--- src/logic/rs_pkg.sv ---
package rs_pkg;

    // physical register tag
    typedef logic [5:0] preg_t;

    // architectural register number
    typedef logic [4:0] areg_t;

    // reorder buffer slot
    typedef logic [5:0] rob_idx_t;

    // which issue queue a dispatched op goes to
    typedef logic [0:0] queue_sel_t;

    localparam queue_sel_t SEL_ADD = 1'b0;  // adder queue
    localparam queue_sel_t SEL_MUL = 1'b1;  // multiplier queue

endpackage
--- src/logic/rs_top.sv ---
`timescale 1ns/100ps

module rs_top
    #(
        parameter int ADD_DEPTH = 4,
        parameter int MUL_DEPTH = 4
    )
    (
        input  logic               clk,
        input  logic               rst,

        // dispatch
        input  logic               dispatch_valid,
        input  rs_pkg::queue_sel_t queue_sel,
        input  rs_pkg::preg_t      ps1,
        input  rs_pkg::preg_t      ps2,
        input  logic               ps1_ready,
        input  logic               ps2_ready,
        input  rs_pkg::preg_t      pd,
        input  rs_pkg::areg_t      rd,
        input  rs_pkg::rob_idx_t   rob_idx,

        // result buses
        input  logic               cdb_add_valid,
        input  rs_pkg::preg_t      cdb_add_tag,
        input  logic               cdb_mul_valid,
        input  rs_pkg::preg_t      cdb_mul_tag,

        input  logic               add_fu_busy,
        input  logic               mul_fu_busy,

        // adder issue
        output logic               add_fu_ready,
        output rs_pkg::preg_t      add_ps1,
        output rs_pkg::preg_t      add_ps2,
        output rs_pkg::preg_t      add_pd,
        output rs_pkg::areg_t      add_rd,
        output rs_pkg::rob_idx_t   add_rob_idx,

        // multiplier issue
        output logic               mul_fu_ready,
        output rs_pkg::preg_t      mul_ps1,
        output rs_pkg::preg_t      mul_ps2,
        output rs_pkg::preg_t      mul_pd,
        output rs_pkg::areg_t      mul_rd,
        output rs_pkg::rob_idx_t   mul_rob_idx,

        output logic               add_full,
        output logic               mul_full
    );

    logic          add_insert;
    logic          mul_insert;
    logic          wake_add_valid;
    rs_pkg::preg_t wake_add_tag;
    logic          wake_mul_valid;
    rs_pkg::preg_t wake_mul_tag;
    logic          ps1_ready_eff;
    logic          ps2_ready_eff;

    // one insert strobe per queue
    assign add_insert = dispatch_valid && (queue_sel == rs_pkg::SEL_ADD);
    assign mul_insert = dispatch_valid && (queue_sel == rs_pkg::SEL_MUL);

    rs_wakeup u_wakeup (
        .clk            (clk),
        .rst            (rst),
        .cdb_add_valid  (cdb_add_valid),
        .cdb_add_tag    (cdb_add_tag),
        .cdb_mul_valid  (cdb_mul_valid),
        .cdb_mul_tag    (cdb_mul_tag),
        .ps1            (ps1),
        .ps2            (ps2),
        .ps1_ready      (ps1_ready),
        .ps2_ready      (ps2_ready),
        .wake_add_valid (wake_add_valid),
        .wake_add_tag   (wake_add_tag),
        .wake_mul_valid (wake_mul_valid),
        .wake_mul_tag   (wake_mul_tag),
        .ps1_ready_eff  (ps1_ready_eff),
        .ps2_ready_eff  (ps2_ready_eff)
    );

    rs_queue #(.DEPTH(ADD_DEPTH)) u_add_queue (
        .clk            (clk),
        .rst            (rst),
        .insert         (add_insert),
        .ps1            (ps1),
        .ps2            (ps2),
        .ps1_ready      (ps1_ready_eff),
        .ps2_ready      (ps2_ready_eff),
        .pd             (pd),
        .rd             (rd),
        .rob_idx        (rob_idx),
        .wake_add_valid (wake_add_valid),
        .wake_add_tag   (wake_add_tag),
        .wake_mul_valid (wake_mul_valid),
        .wake_mul_tag   (wake_mul_tag),
        .fu_busy        (add_fu_busy),
        .fu_ready       (add_fu_ready),
        .issue_ps1      (add_ps1),
        .issue_ps2      (add_ps2),
        .issue_pd       (add_pd),
        .issue_rd       (add_rd),
        .issue_rob_idx  (add_rob_idx),
        .full           (add_full)
    );

    rs_queue #(.DEPTH(MUL_DEPTH)) u_mul_queue (
        .clk            (clk),
        .rst            (rst),
        .insert         (mul_insert),
        .ps1            (ps1),
        .ps2            (ps2),
        .ps1_ready      (ps1_ready_eff),
        .ps2_ready      (ps2_ready_eff),
        .pd             (pd),
        .rd             (rd),
        .rob_idx        (rob_idx),
        .wake_add_valid (wake_add_valid),
        .wake_add_tag   (wake_add_tag),
        .wake_mul_valid (wake_mul_valid),
        .wake_mul_tag   (wake_mul_tag),
        .fu_busy        (mul_fu_busy),
        .fu_ready       (mul_fu_ready),
        .issue_ps1      (mul_ps1),
        .issue_ps2      (mul_ps2),
        .issue_pd       (mul_pd),
        .issue_rd       (mul_rd),
        .issue_rob_idx  (mul_rob_idx),
        .full           (mul_full)
    );

endmodule

--- src/logic/rs_queue.sv ---
`timescale 1ns/100ps

module rs_queue
    #(
        parameter int DEPTH = 4
    )
    (
        input  logic             clk,
        input  logic             rst,

        // dispatch side
        input  logic             insert,
        input  rs_pkg::preg_t    ps1,
        input  rs_pkg::preg_t    ps2,
        input  logic             ps1_ready,
        input  logic             ps2_ready,
        input  rs_pkg::preg_t    pd,
        input  rs_pkg::areg_t    rd,
        input  rs_pkg::rob_idx_t rob_idx,

        // registered result buses
        input  logic             wake_add_valid,
        input  rs_pkg::preg_t    wake_add_tag,
        input  logic             wake_mul_valid,
        input  rs_pkg::preg_t    wake_mul_tag,

        // functional unit side
        input  logic             fu_busy,
        output logic             fu_ready,
        output rs_pkg::preg_t    issue_ps1,
        output rs_pkg::preg_t    issue_ps2,
        output rs_pkg::preg_t    issue_pd,
        output rs_pkg::areg_t    issue_rd,
        output rs_pkg::rob_idx_t issue_rob_idx,

        output logic             full
    );

    localparam int IDX_W = $clog2(DEPTH);

    // entry state
    logic [DEPTH-1:0]  busy_q;
    logic [DEPTH-1:0]  rdy1_q;
    logic [DEPTH-1:0]  rdy2_q;
    rs_pkg::preg_t     ps1_q [DEPTH];
    rs_pkg::preg_t     ps2_q [DEPTH];
    rs_pkg::preg_t     pd_q  [DEPTH];
    rs_pkg::areg_t     rd_q  [DEPTH];
    rs_pkg::rob_idx_t  rob_q [DEPTH];

    logic [DEPTH-1:0]  hit1;
    logic [DEPTH-1:0]  hit2;
    logic [DEPTH-1:0]  eligible;
    logic [IDX_W-1:0]  free_idx;
    logic [IDX_W-1:0]  pick_idx;
    logic              pick_valid;

    // tag compare per entry against both registered buses
    for (genvar i = 0; i < DEPTH; i++)
    begin : g_match
        assign hit1[i] = (wake_add_valid && (wake_add_tag == ps1_q[i]))
                      || (wake_mul_valid && (wake_mul_tag == ps1_q[i]));
        assign hit2[i] = (wake_add_valid && (wake_add_tag == ps2_q[i]))
                      || (wake_mul_valid && (wake_mul_tag == ps2_q[i]));
    end

    assign eligible = busy_q & rdy1_q & rdy2_q;

    // lowest free slot; scanning downward lets the lowest index win
    always_comb
    begin
        free_idx = '0;
        for (int i = DEPTH - 1; i >= 0; i--)
        begin
            if (!busy_q[i])
                free_idx = IDX_W'(i);
        end
    end

    // lowest ready entry
    always_comb
    begin
        pick_idx   = '0;
        pick_valid = 1'b0;
        for (int i = DEPTH - 1; i >= 0; i--)
        begin
            if (eligible[i])
            begin
                pick_idx   = IDX_W'(i);
                pick_valid = 1'b1;
            end
        end
    end

    assign fu_ready = pick_valid && !fu_busy;
    assign full     = &busy_q;

    // payload only shown while issuing
    assign issue_ps1     = fu_ready ? ps1_q[pick_idx] : '0;
    assign issue_ps2     = fu_ready ? ps2_q[pick_idx] : '0;
    assign issue_pd      = fu_ready ? pd_q[pick_idx]  : '0;
    assign issue_rd      = fu_ready ? rd_q[pick_idx]  : '0;
    assign issue_rob_idx = fu_ready ? rob_q[pick_idx] : '0;

    // occupancy; insert and issue never touch the same slot
    always_ff @(posedge clk)
    begin
        if (rst)
            busy_q <= '0;
        else
        begin
            if (insert)
                busy_q[free_idx] <= 1'b1;
            if (fu_ready)
                busy_q[pick_idx] <= 1'b0;   // freed at end of issue cycle
        end
    end

    always_ff @(posedge clk)
    begin
        for (int i = 0; i < DEPTH; i++)
        begin
            if (busy_q[i] && hit1[i])
                rdy1_q[i] <= 1'b1;
            if (busy_q[i] && hit2[i])
                rdy2_q[i] <= 1'b1;
        end
        if (insert)
        begin
            rdy1_q[free_idx] <= ps1_ready;  // already includes live-bus bypass
            rdy2_q[free_idx] <= ps2_ready;
            ps1_q[free_idx]  <= ps1;
            ps2_q[free_idx]  <= ps2;
            pd_q[free_idx]   <= pd;
            rd_q[free_idx]   <= rd;
            rob_q[free_idx]  <= rob_idx;
        end
    end

    // dispatcher must respect the full flag of this queue
    a_no_insert_when_full: assert property (
        @(posedge clk) disable iff (rst) insert |-> !full
    ) else $error("rs_queue: insert while full");

    // issued slot is empty right after the edge that ends its issue cycle
    a_issued_slot_freed: assert property (
        @(posedge clk) disable iff (rst) fu_ready |=> !busy_q[$past(pick_idx)]
    ) else $error("rs_queue: issued entry still busy");

endmodule

--- src/logic/rs_wakeup.sv ---
`timescale 1ns/100ps

module rs_wakeup
    (
        input  logic          clk,
        input  logic          rst,

        input  logic          cdb_add_valid,
        input  rs_pkg::preg_t cdb_add_tag,
        input  logic          cdb_mul_valid,
        input  rs_pkg::preg_t cdb_mul_tag,

        input  rs_pkg::preg_t ps1,
        input  rs_pkg::preg_t ps2,
        input  logic          ps1_ready,
        input  logic          ps2_ready,

        output logic          wake_add_valid,
        output rs_pkg::preg_t wake_add_tag,
        output logic          wake_mul_valid,
        output rs_pkg::preg_t wake_mul_tag,

        output logic          ps1_ready_eff,
        output logic          ps2_ready_eff
    );

    // delayed copy of both result buses, compared against stored entries
    always_ff @(posedge clk)
    begin
        if (rst)
        begin
            wake_add_valid <= 1'b0;
            wake_mul_valid <= 1'b0;
        end
        else
        begin
            wake_add_valid <= cdb_add_valid;
            wake_mul_valid <= cdb_mul_valid;
        end
    end

    always_ff @(posedge clk)
    begin
        wake_add_tag <= cdb_add_tag;   // only meaningful with its valid
        wake_mul_tag <= cdb_mul_tag;
    end

    // bypass: a result on the live bus this cycle counts at dispatch,
    // since the stored-entry compare would only see it next cycle
    assign ps1_ready_eff = ps1_ready
                        || (cdb_add_valid && (cdb_add_tag == ps1))
                        || (cdb_mul_valid && (cdb_mul_tag == ps1));

    assign ps2_ready_eff = ps2_ready
                        || (cdb_add_valid && (cdb_add_tag == ps2))
                        || (cdb_mul_valid && (cdb_mul_tag == ps2));

endmodule

--- config.mk ---
export PLATFORM = sky130hd
export DESIGN_NAME = rs_top
export DESIGN_NICKNAME = d
export VERILOG_FILES = /design/src/logic/rs_pkg.sv /design/src/logic/rs_top.sv /design/src/logic/rs_queue.sv /design/src/logic/rs_wakeup.sv
export SDC_FILE = /design/constraint.sdc
export NUM_CORES = 1
export LEC_CHECK = 0
export BUFFER_PORTS_ARGS = -buffer_cell sky130_fd_sc_hd__buf_2
export CAP_MARGIN = 20
export CORE_ASPECT_RATIO = 0.5
export CORE_UTILIZATION = 55
export CTS_BUF_LIST = sky130_fd_sc_hd__clkbuf_8
export CTS_CLUSTER_SIZE = 40
export DETAILED_ROUTE_END_ITERATION = 10
export GPL_TIMING_DRIVEN = 0
export PLACE_DENSITY = 0.81
export SYNTH_ARGS = -nofsm -noshare
export SYNTH_HDL_FRONTEND = slang
export SYNTH_SLANG_ARGS = --single-unit
--- constraint.sdc ---
create_clock -name clk -period 4.96 [get_ports clk]
set_clock_uncertainty 0.1 [all_clocks]
set_input_delay 0 -clock clk [delete_from_list [all_inputs] [get_ports clk]]
set_output_delay 0 -clock clk [all_outputs]
set_load 0.01 [all_outputs]
==> impl_results.md, run 1 <==
- Post-synth cell types: 43
- TritonCTS Sinks: 270
- Status: finished clean
- Clock Path Buffers: 3
- Number of fillers in the final layout: roughly 1.5k
- Post-Syn Area: approximately 12000 um2
- Syn avg cell area: roughly 13 um2
- Synth-to-Final Area Change: 20.1%
- Wire per inst: between 20 and 25 um
- Combinational family with the most area after synthesis: XOR/XNOR gates
- CTS Buf Count: 40
- Yosys reg bits: 270
- Synth Net Count: around 970
- Die Width: around 210 um
- Post-CTS setup buffer count: 0
- Layout cells sized above 1: 0.202
- CP Cell Sequence: clkbuf_2, nand3_1, nand2_2, nor2_1, clkbuf_1, a222oi_1, a21oi_1, buf_2
- Die H: approximately 110 um
- Initial core utilization: 0.563
- Worst-path clk slew: 0.06 ns
- Post-synthesis xor/xnor area fraction: 0.154
- First-pass GRT wire length: between 50000 and 60000 um
- Post-layout util: 0.677
- Io pins: 113
- Die footprint: between 20000 and 25000 um2
- Synth Area in Compound Gates: 0.0933
- Initial antenna violation count: 0
- Post-synthesis adder-cell area fraction: 0
- Post-DP Area: around 13000 um2
- CP max-delay cell: clkbuf_1
- Slowest stage delay, CP: approximately 0.69 ns
- Critical path's top delay family: buffers and inverters
- Ys Warns: 0
- Synth area leaders: edfxtp_1 57%, xnor2_1 7.9%, xor2_1 7.6%, dfxtp_1 6.2%, a222oi_1 4.7%
- Setup TNS: 0 ns
- Fraction of registers with async set/reset: 0
- Leakage power: 5.30 nW
- Routed Antenna Nets: 0
- Port Buffer Count: between 100 and 150
- CTS H-tree lvls: 2
- Final Hold Vio Count: 0
- Max-slew headroom: 0.381
- Biggest area consumer among synthesized cells: edfxtp_1
- Via Count: roughly 9.1k
- Ratio of routed vias to standard cells: a little over 6
- DRT iter0 DRCs: about 1.2k
- All-Layer GR Usage: 0.321
- Mapped Cells: roughly 920
- Period utilisation layout: 0.584
- Final Max Slew Viols: 0
- Share of the synthesized area in the top cell type: 0.568
- Pre-CTS setup slack: between 2 and 3 ns
- CTS Root Cell: clkbuf_8
- WHS: ~0.049 ns
- Pre-antenna DRT Iters: 9
- Synth Area in Simple Gates: 0.0921
- # rows: 38
- Max Fclk: approximately 0.35 GHz
- Final min period: about 2.9 ns
- Worst Max-Slew Pin Slew: around 0.92 ns
- Multi-input logic area: between 4000 and 5000 um2
- Power per cell area: between 300 and 400 nW/um2
- Setup WS post-layout: approximately 2.1 ns
- Final GP Congestion: about 0.94
- Max VDD drop: between 0.15 and 0.2 mV
- Ys flop type: edfxtp_1
- Register area share after synthesis: 0.630
- Crit Path Class: flip-flop to output port
- Endpoints failing setup: 0
- Vias in the first global route: 8983
- Post-synth EDFFs: ~230
- CP Launch Type: flip-flop
- Largest net degree at the start of global routing: 29
- Core footprint: 21800 um2
- CP Buf/Inv Count: 3
- CP Capture Type: output port
- RSZ-0062 raised after global routing: false
- Worst skew pair latency: roughly 0.54 ns
- CTS tree: yes
- Total gr overflow: 0
- Post-synthesis mux area share: 0
- DP HPWL: between 20000 and 25000 um
- CP Max Fanout: 10
- FF+latch area: between 7000 and 8000 um2
- DRT Wirelength: 36500 um
- MaxCap Viol Count: 0
- Remaining DRCs: 0
- Worst EP required: a little under 5 ns
- Path category of the worst min-delay check: input pin to flip-flop
- Final instance area: 14700 um2
- Nets: roughly 1.2k
- Worst Path Arrival: approximately 2.8 ns
[registers in the layout, summed over array words and instances (netlist names), 20 cells and up]
signal	cells
u_add_queue.pd_q	24
u_add_queue.ps1_q	24
u_add_queue.ps2_q	24
u_add_queue.rob_q	24
u_mul_queue.pd_q	24
u_mul_queue.ps1_q	24
u_mul_queue.ps2_q	24
u_mul_queue.rob_q	24
u_add_queue.rd_q	20
u_mul_queue.rd_q	20
[logic make-up after synthesis]
group	after synthesis
flops	270
xor+xnor	216
simple gates	207
compound gates	156
buf+inv	69
[metal layers]
metal	vias up	GRT usage	share of wire
met5	-	0	0
met1	4436	0.429	0.39
li1	3965	-	-
met4	0	0.129	0.035
met2	605	0.512	0.47
met3	103	0.0718	0.11
[timing repair]
item	in CTS	in global routing
hold buffers	55	0
endpoints found under the hold margin	262	0
gates resized for setup	0	0
[cell usage in the layout, fill, tap and decap left out, types with 38 or more instances in the layout]
| cell type | instances |
|---|---|
| dlygate4sd3_1 | 55 |
| clkbuf_8 | 41 |
| nor4_1 | 38 |
| a21oi_1 | 59 |
| xnor2_1 | 110 |
| nand2_1 | 57 |
| edfxtp_1 | 232 |
| dfxtp_1 | 38 |
| buf_2 | 141 |
| xor2_1 | 106 |
| a222oi_1 | 58 |
[where the power goes]
| group | internal [mW] | switching [mW] |
|---|---|---|
| clock network | 0.775 | 0.844 |
| logic | 0.175 | 0.266 |
| registers | 2.53 | 0.0380 |
[worst paths after layout]
kind	startpoint	end	slack [ns]	cells after the start
worst min register to register	u_add_queue.rdy1_q[3]	u_add_queue.rdy1_q[3]	0.42	2
worst min-delay path	cdb_add_tag[0]	u_wakeup.wake_add_tag[0]	0.05	2
worst max-delay path	u_add_queue.busy_q[1]	add_pd[1]	2.06	8
worst max register to register	u_add_queue.busy_q[0]	u_add_queue.busy_q[0]	2.51	5
[stage by stage]
step                      cells  power [mW]
after floorplan             918        2.84
after global placement     1329        2.98
after detailed placement   1341        3.01
after CTS                  1466        4.62
after global routing       1466        4.76
final                      1467        4.63
[area by class of cell]
cell class,count,share of cell area
flip-flops and latches,270,0.524
diodes,1,0.000170
clock inverters,29,0.00883
well taps,300,0.0255
repair buffers,178,0.0908
multi-input cells,579,0.287
clock buffers,41,0.0383
plain buffers,62,0.0238
inverters,7,0.00178
[worst register-to-register path, stage by stage (launching register included)]
cell and delay, ns:
dfxtp_1 0.59, nand3_2 0.22, o22ai_1 0.21, dlygate4sd3_1 0.58, nor2_1 0.04, dlygate4sd3_1 0.60
[cells in the mapped netlist, types with 2 or more instances]
master / instances
a21oi_1: 61
dfxtp_1: 38
nor3b_1: 6
nand4_1: 34
nand2_1: 57
nand3_2: 2
a211oi_1: 5
nand3_1: 16
nor2_1: 28
nor4b_1: 2
buf_6: 5
nor2b_1: 4
xor2_1: 106
o21ai_1: 5
o21ai_0: 9
nand2_2: 2
a222oi_1: 58
buf_4: 11
nor3b_4: 2
buf_2: 30
nor3_1: 6
o31ai_1: 2
and2_1: 2
a22oi_1: 5
edfxtp_1: 232
nor4_1: 38
clkbuf_1: 15
inv_1: 7
o2bb2ai_1: 7
xnor2_1: 110
No activity file was read; power rests on OpenSTA's default activity.
==> run 2, diff against run 1 <==
--- a/config.mk
+++ b/config.mk
@@ -5,6 +5,7 @@
 export SDC_FILE = /design/constraint.sdc
 export NUM_CORES = 1
 export LEC_CHECK = 0
+export ABC_AREA = 1
 export BUFFER_PORTS_ARGS = -buffer_cell sky130_fd_sc_hd__buf_2
 export CAP_MARGIN = 20
 export CORE_ASPECT_RATIO = 0.5
@@ -13,7 +14,7 @@
 export CTS_CLUSTER_SIZE = 40
 export DETAILED_ROUTE_END_ITERATION = 10
 export GPL_TIMING_DRIVEN = 0
-export PLACE_DENSITY = 0.81
+export PLACE_DENSITY = 0.8
 export SYNTH_ARGS = -nofsm -noshare
 export SYNTH_HDL_FRONTEND = slang
 export SYNTH_SLANG_ARGS = --single-unit
==> constraint.sdc (replaced) <==
create_clock -name clk -period 3 [get_ports clk]
set_clock_uncertainty 0.1 [all_clocks]
set_input_delay 0 -clock clk [delete_from_list [all_inputs] [get_ports clk]]
set_output_delay 0 -clock clk [all_outputs]
set_load 0.01 [all_outputs]
==> run 2 against run 1 <==
- sequential share of layout area is 6.4 points lower
- final area up 14%
- utilization decreased by 1.0 points
- first-iteration DRC count increased by 68%
- worst setup slack lost 2.0 ns
- register-to-register slack got worse by 2.1 ns
- wire length increased by 36%
==> impl_results.md, run 2 <==
- Syn avg cell area: 8.16 um2 (-39%)
- CP Capture Type: output port
- Final min period: 2.95 ns
- All-Layer GR Usage: 0.378 (+0.0568)
- Nets: 1999 (+68%)
- Final instance area: 16800 um2 (+14%)
- Setup TNS: 0 ns (unchanged)
- Hold Crit Start: cdb_mul_tag[3]
- CP Max Fanout: 10 (unchanged)
- Yosys reg bits: 270 (unchanged)
- CP Launch Type: flip-flop
- Hold EP: u_wakeup.wake_mul_tag[3]
- Post-synth cell types: 33 (-23%)
- Layout cells sized above 1: 0.126 (-0.0758)
- CTS Buf Count: 40 (unchanged)
- Post-Syn Area: 14100 um2 (+15%)
- Non-filler instance count after layout: 2324 (+58%)
- Hold Path Stages: 2 (unchanged)
- Final Max Slew Viols: 0 (unchanged)
- DP HPWL: 33200 um (+35%)
- Synth-to-Final Area Change: 19.0%
- CTS H-tree lvls: 2 (unchanged)
- Post-layout util: 0.667 (-0.0102)
- DRT Wirelength: 49700 um (+36%)
- Remaining DRCs: 0 (unchanged)
- Worst skew pair latency: 0.59 ns (+0.05 ns)
- DRT iter0 DRCs: 2076 (+68%)
- Io pins: 113 (unchanged)
- Post-synth EDFFs: 232 (unchanged)
- Status: finished clean
- RSZ-0062 raised after global routing: true
- Cell with the most instances after synthesis: nand2_1
- FF-to-FF path depth: 12 (+7)
- Final Hold Vio Count: 0 (unchanged)
- N_diodes: 0 (-1)
- Ratio of routed vias to standard cells: 5.72 (-7.8%)
- Mapped Cells: 1729 (+88%)
- CTS tree: yes
- Die Width: 229 um (+7.2%)
- Die footprint: 26300 um2 (+15%)
- Period utilisation layout: 0.983
- Post-DP Area: 15400 um2 (+14%)
- Ys Warns: 0 (unchanged)
- Inst Count DP: 2194 (+64%)
- Commonest non-fill, non-tap cell in the layout: nand2_1
- Register area share after synthesis: 0.548 (-0.0822)
- TritonCTS Sinks: 270 (unchanged)
- Largest net degree at the start of global routing: 26 (-10%)
- Clock Path Buffers: 3 (unchanged)
- Max VDD drop: 0.357 mV (+78%)
- RR Endpoint: u_add_queue.rdy1_q[0]
- Max-slew headroom: 0.384 (+0.00265)
- Post-synth top cells: 652 x nand2_1, 232 x edfxtp_1, 210 x inv_1
- Vias in the first global route: 12.2k (+36%)
- Share of the synthesized area in the top cell type: 0.494 (-0.0741)
- # rows: 41 (+7.9%)
- Fraction of registers with async set/reset: 0 (unchanged)
- Power per cell area: 484 nW/um2 (+54%)
- Max Fclk: ~0.34 GHz
- WHS: 0.0310 ns (-0.0184 ns)
- Flop2flop setup slack: 0.42 ns (-2.09 ns)
- Initial core utilization: 0.560 (-0.00321)
- Path category of the worst min-delay check: input pin to flip-flop
- Initial antenna violation count: 1 (+1)
- Via Count: 13.3k (+46%)
- MaxCap Viol Count: 0 (unchanged)
- CTS Root Cell: clkbuf_8
- Crit Path Class: flip-flop to output port
- Port Buffer Count: 111 (unchanged)
- Worst EP required: 2.90 ns (-1.96 ns)
- Most frequent cells in the layout: 652 x nand2_1, 232 x edfxtp_1, 224 x inv_1
- Ys flop type: edfxtp_1
- Worst-path clk slew: 0.06 ns (about the same)
- Synth Net Count: 1780 (+84%)
- Worst R2R Start: u_wakeup.wake_mul_tag[1]
- Endpoints failing setup: 0 (unchanged)
- Total gr overflow: 0 (unchanged)
- Synth area leaders: edfxtp_1 49%, nand2_1 17%, inv_1 5.6%, dfxtp_1 5.4%, nand3_1 4.4%
- Wire per inst: 21.4 um (-14%)
- Worst Path Arrival: 2.85 ns (+0.05 ns)
- Routed Antenna Nets: 0 (unchanged)
- Worst Max-Slew Pin Slew: 0.925 ns (+0.00157 ns)
- Biggest area consumer among synthesized cells: edfxtp_1
- Leakage power: 7.58 nW (+43%)
- Final GP Congestion: 1.07 (+13%)
- Die H: 115 um (+7.1%)
- First-pass GRT wire length: 73100 um (+37%)
- Pre-antenna DRT Iters: 6 (-3)
- Core footprint: 25200 um2 (+16%)
[run 2: changes by cell type in the layout (fill, tap and decap cells not counted), moves of 38 or more]
cell / change
nor4_1: -38
inv_1: +203
nand3_1: +108
o21ai_0: +42
xnor2_1: -93
a222oi_1: -58
a21oi_1: -39
nand2_1: +595
xor2_1: -85
nor2_1: +119
[run 2: worst max path at each step]
stage	from	to
floorplan	u_mul_queue.busy_q[3]	u_mul_queue.rdy1_q[1]
global placement	u_add_queue.busy_q[1]	u_add_queue.rdy1_q[3]
detailed placement	u_wakeup.wake_mul_tag[1]	u_add_queue.rdy1_q[0]
CTS	u_add_queue.busy_q[3]	add_rd[0]
global route	u_add_queue.busy_q[3]	add_ps2[3]
finish	u_add_queue.busy_q[3]	add_ps2[3]
[run 2: kinds of logic (layout without fill, tap and decap cells)]
group	after synthesis	count (layout)	synth area share
and+or+nand+nor	1019	1019	0.300
AOI/OAI and AO/OA	115	115	0.0476
DFF	270	270	0.548
xor gates and xnor gates	38	38	0.0236
buffers and inverters	287	538	0.0817
[run 2: metrics by stage]
step,power [mW],setup slack (ns)
floorplan,4.75,0.401
global placement,5.06,-0.837
detailed placement,5.09,0.600
CTS,8.07,0.0843
global route,8.36,-0.0156
finish,8.13,0.0500
[run 2: area by class of cell]
cell class                 instances  area, um2
buffer                            74        358
clock buffer                      44        606
clock inverter                    30        180
fill                            2012       8400
inverter                         213        800
multi-input combinational       1172       5310
sequential                       270       7730
tap                              344        430
timing repair buffer             177       1380
[run 2: critical path, cell delays in order (launching register included)]
cell     delay [ns]
dfxtp_1        0.48
nand3_2        0.17
nand2_1        0.13
nand3_1        0.30
nand2_1        0.43
buf_4          0.28
nor2_2         0.11
nand2_1        0.11
nand3_1        0.11
buf_2          0.16
[run 2: power by group]
group	total, mW	switching, mW	leakage [nW]	internal [mW]
registers	4.25	0.0677	2.42	4.18
clock network	3.01	1.54	0.462	1.47
logic	0.870	0.585	4.70	0.284
[run 2: timing repair]
| action | 4_1_cts | 5_1_grt |
|---|---|---|
| endpoints found under the hold margin | 270 | 0 |
| setup endpoints to repair | 0 | 18 |
| hold buffers | 56 | 0 |
| buffers inserted | 0 | 0 |
| gates resized for setup | 0 | 10 |
[run 2: layer usage]
layer,GRT usage,share of wire
met5,0,0.00026
met4,0.183,0.048
met3,0.110,0.14
met2,0.569,0.42
met1,0.506,0.39
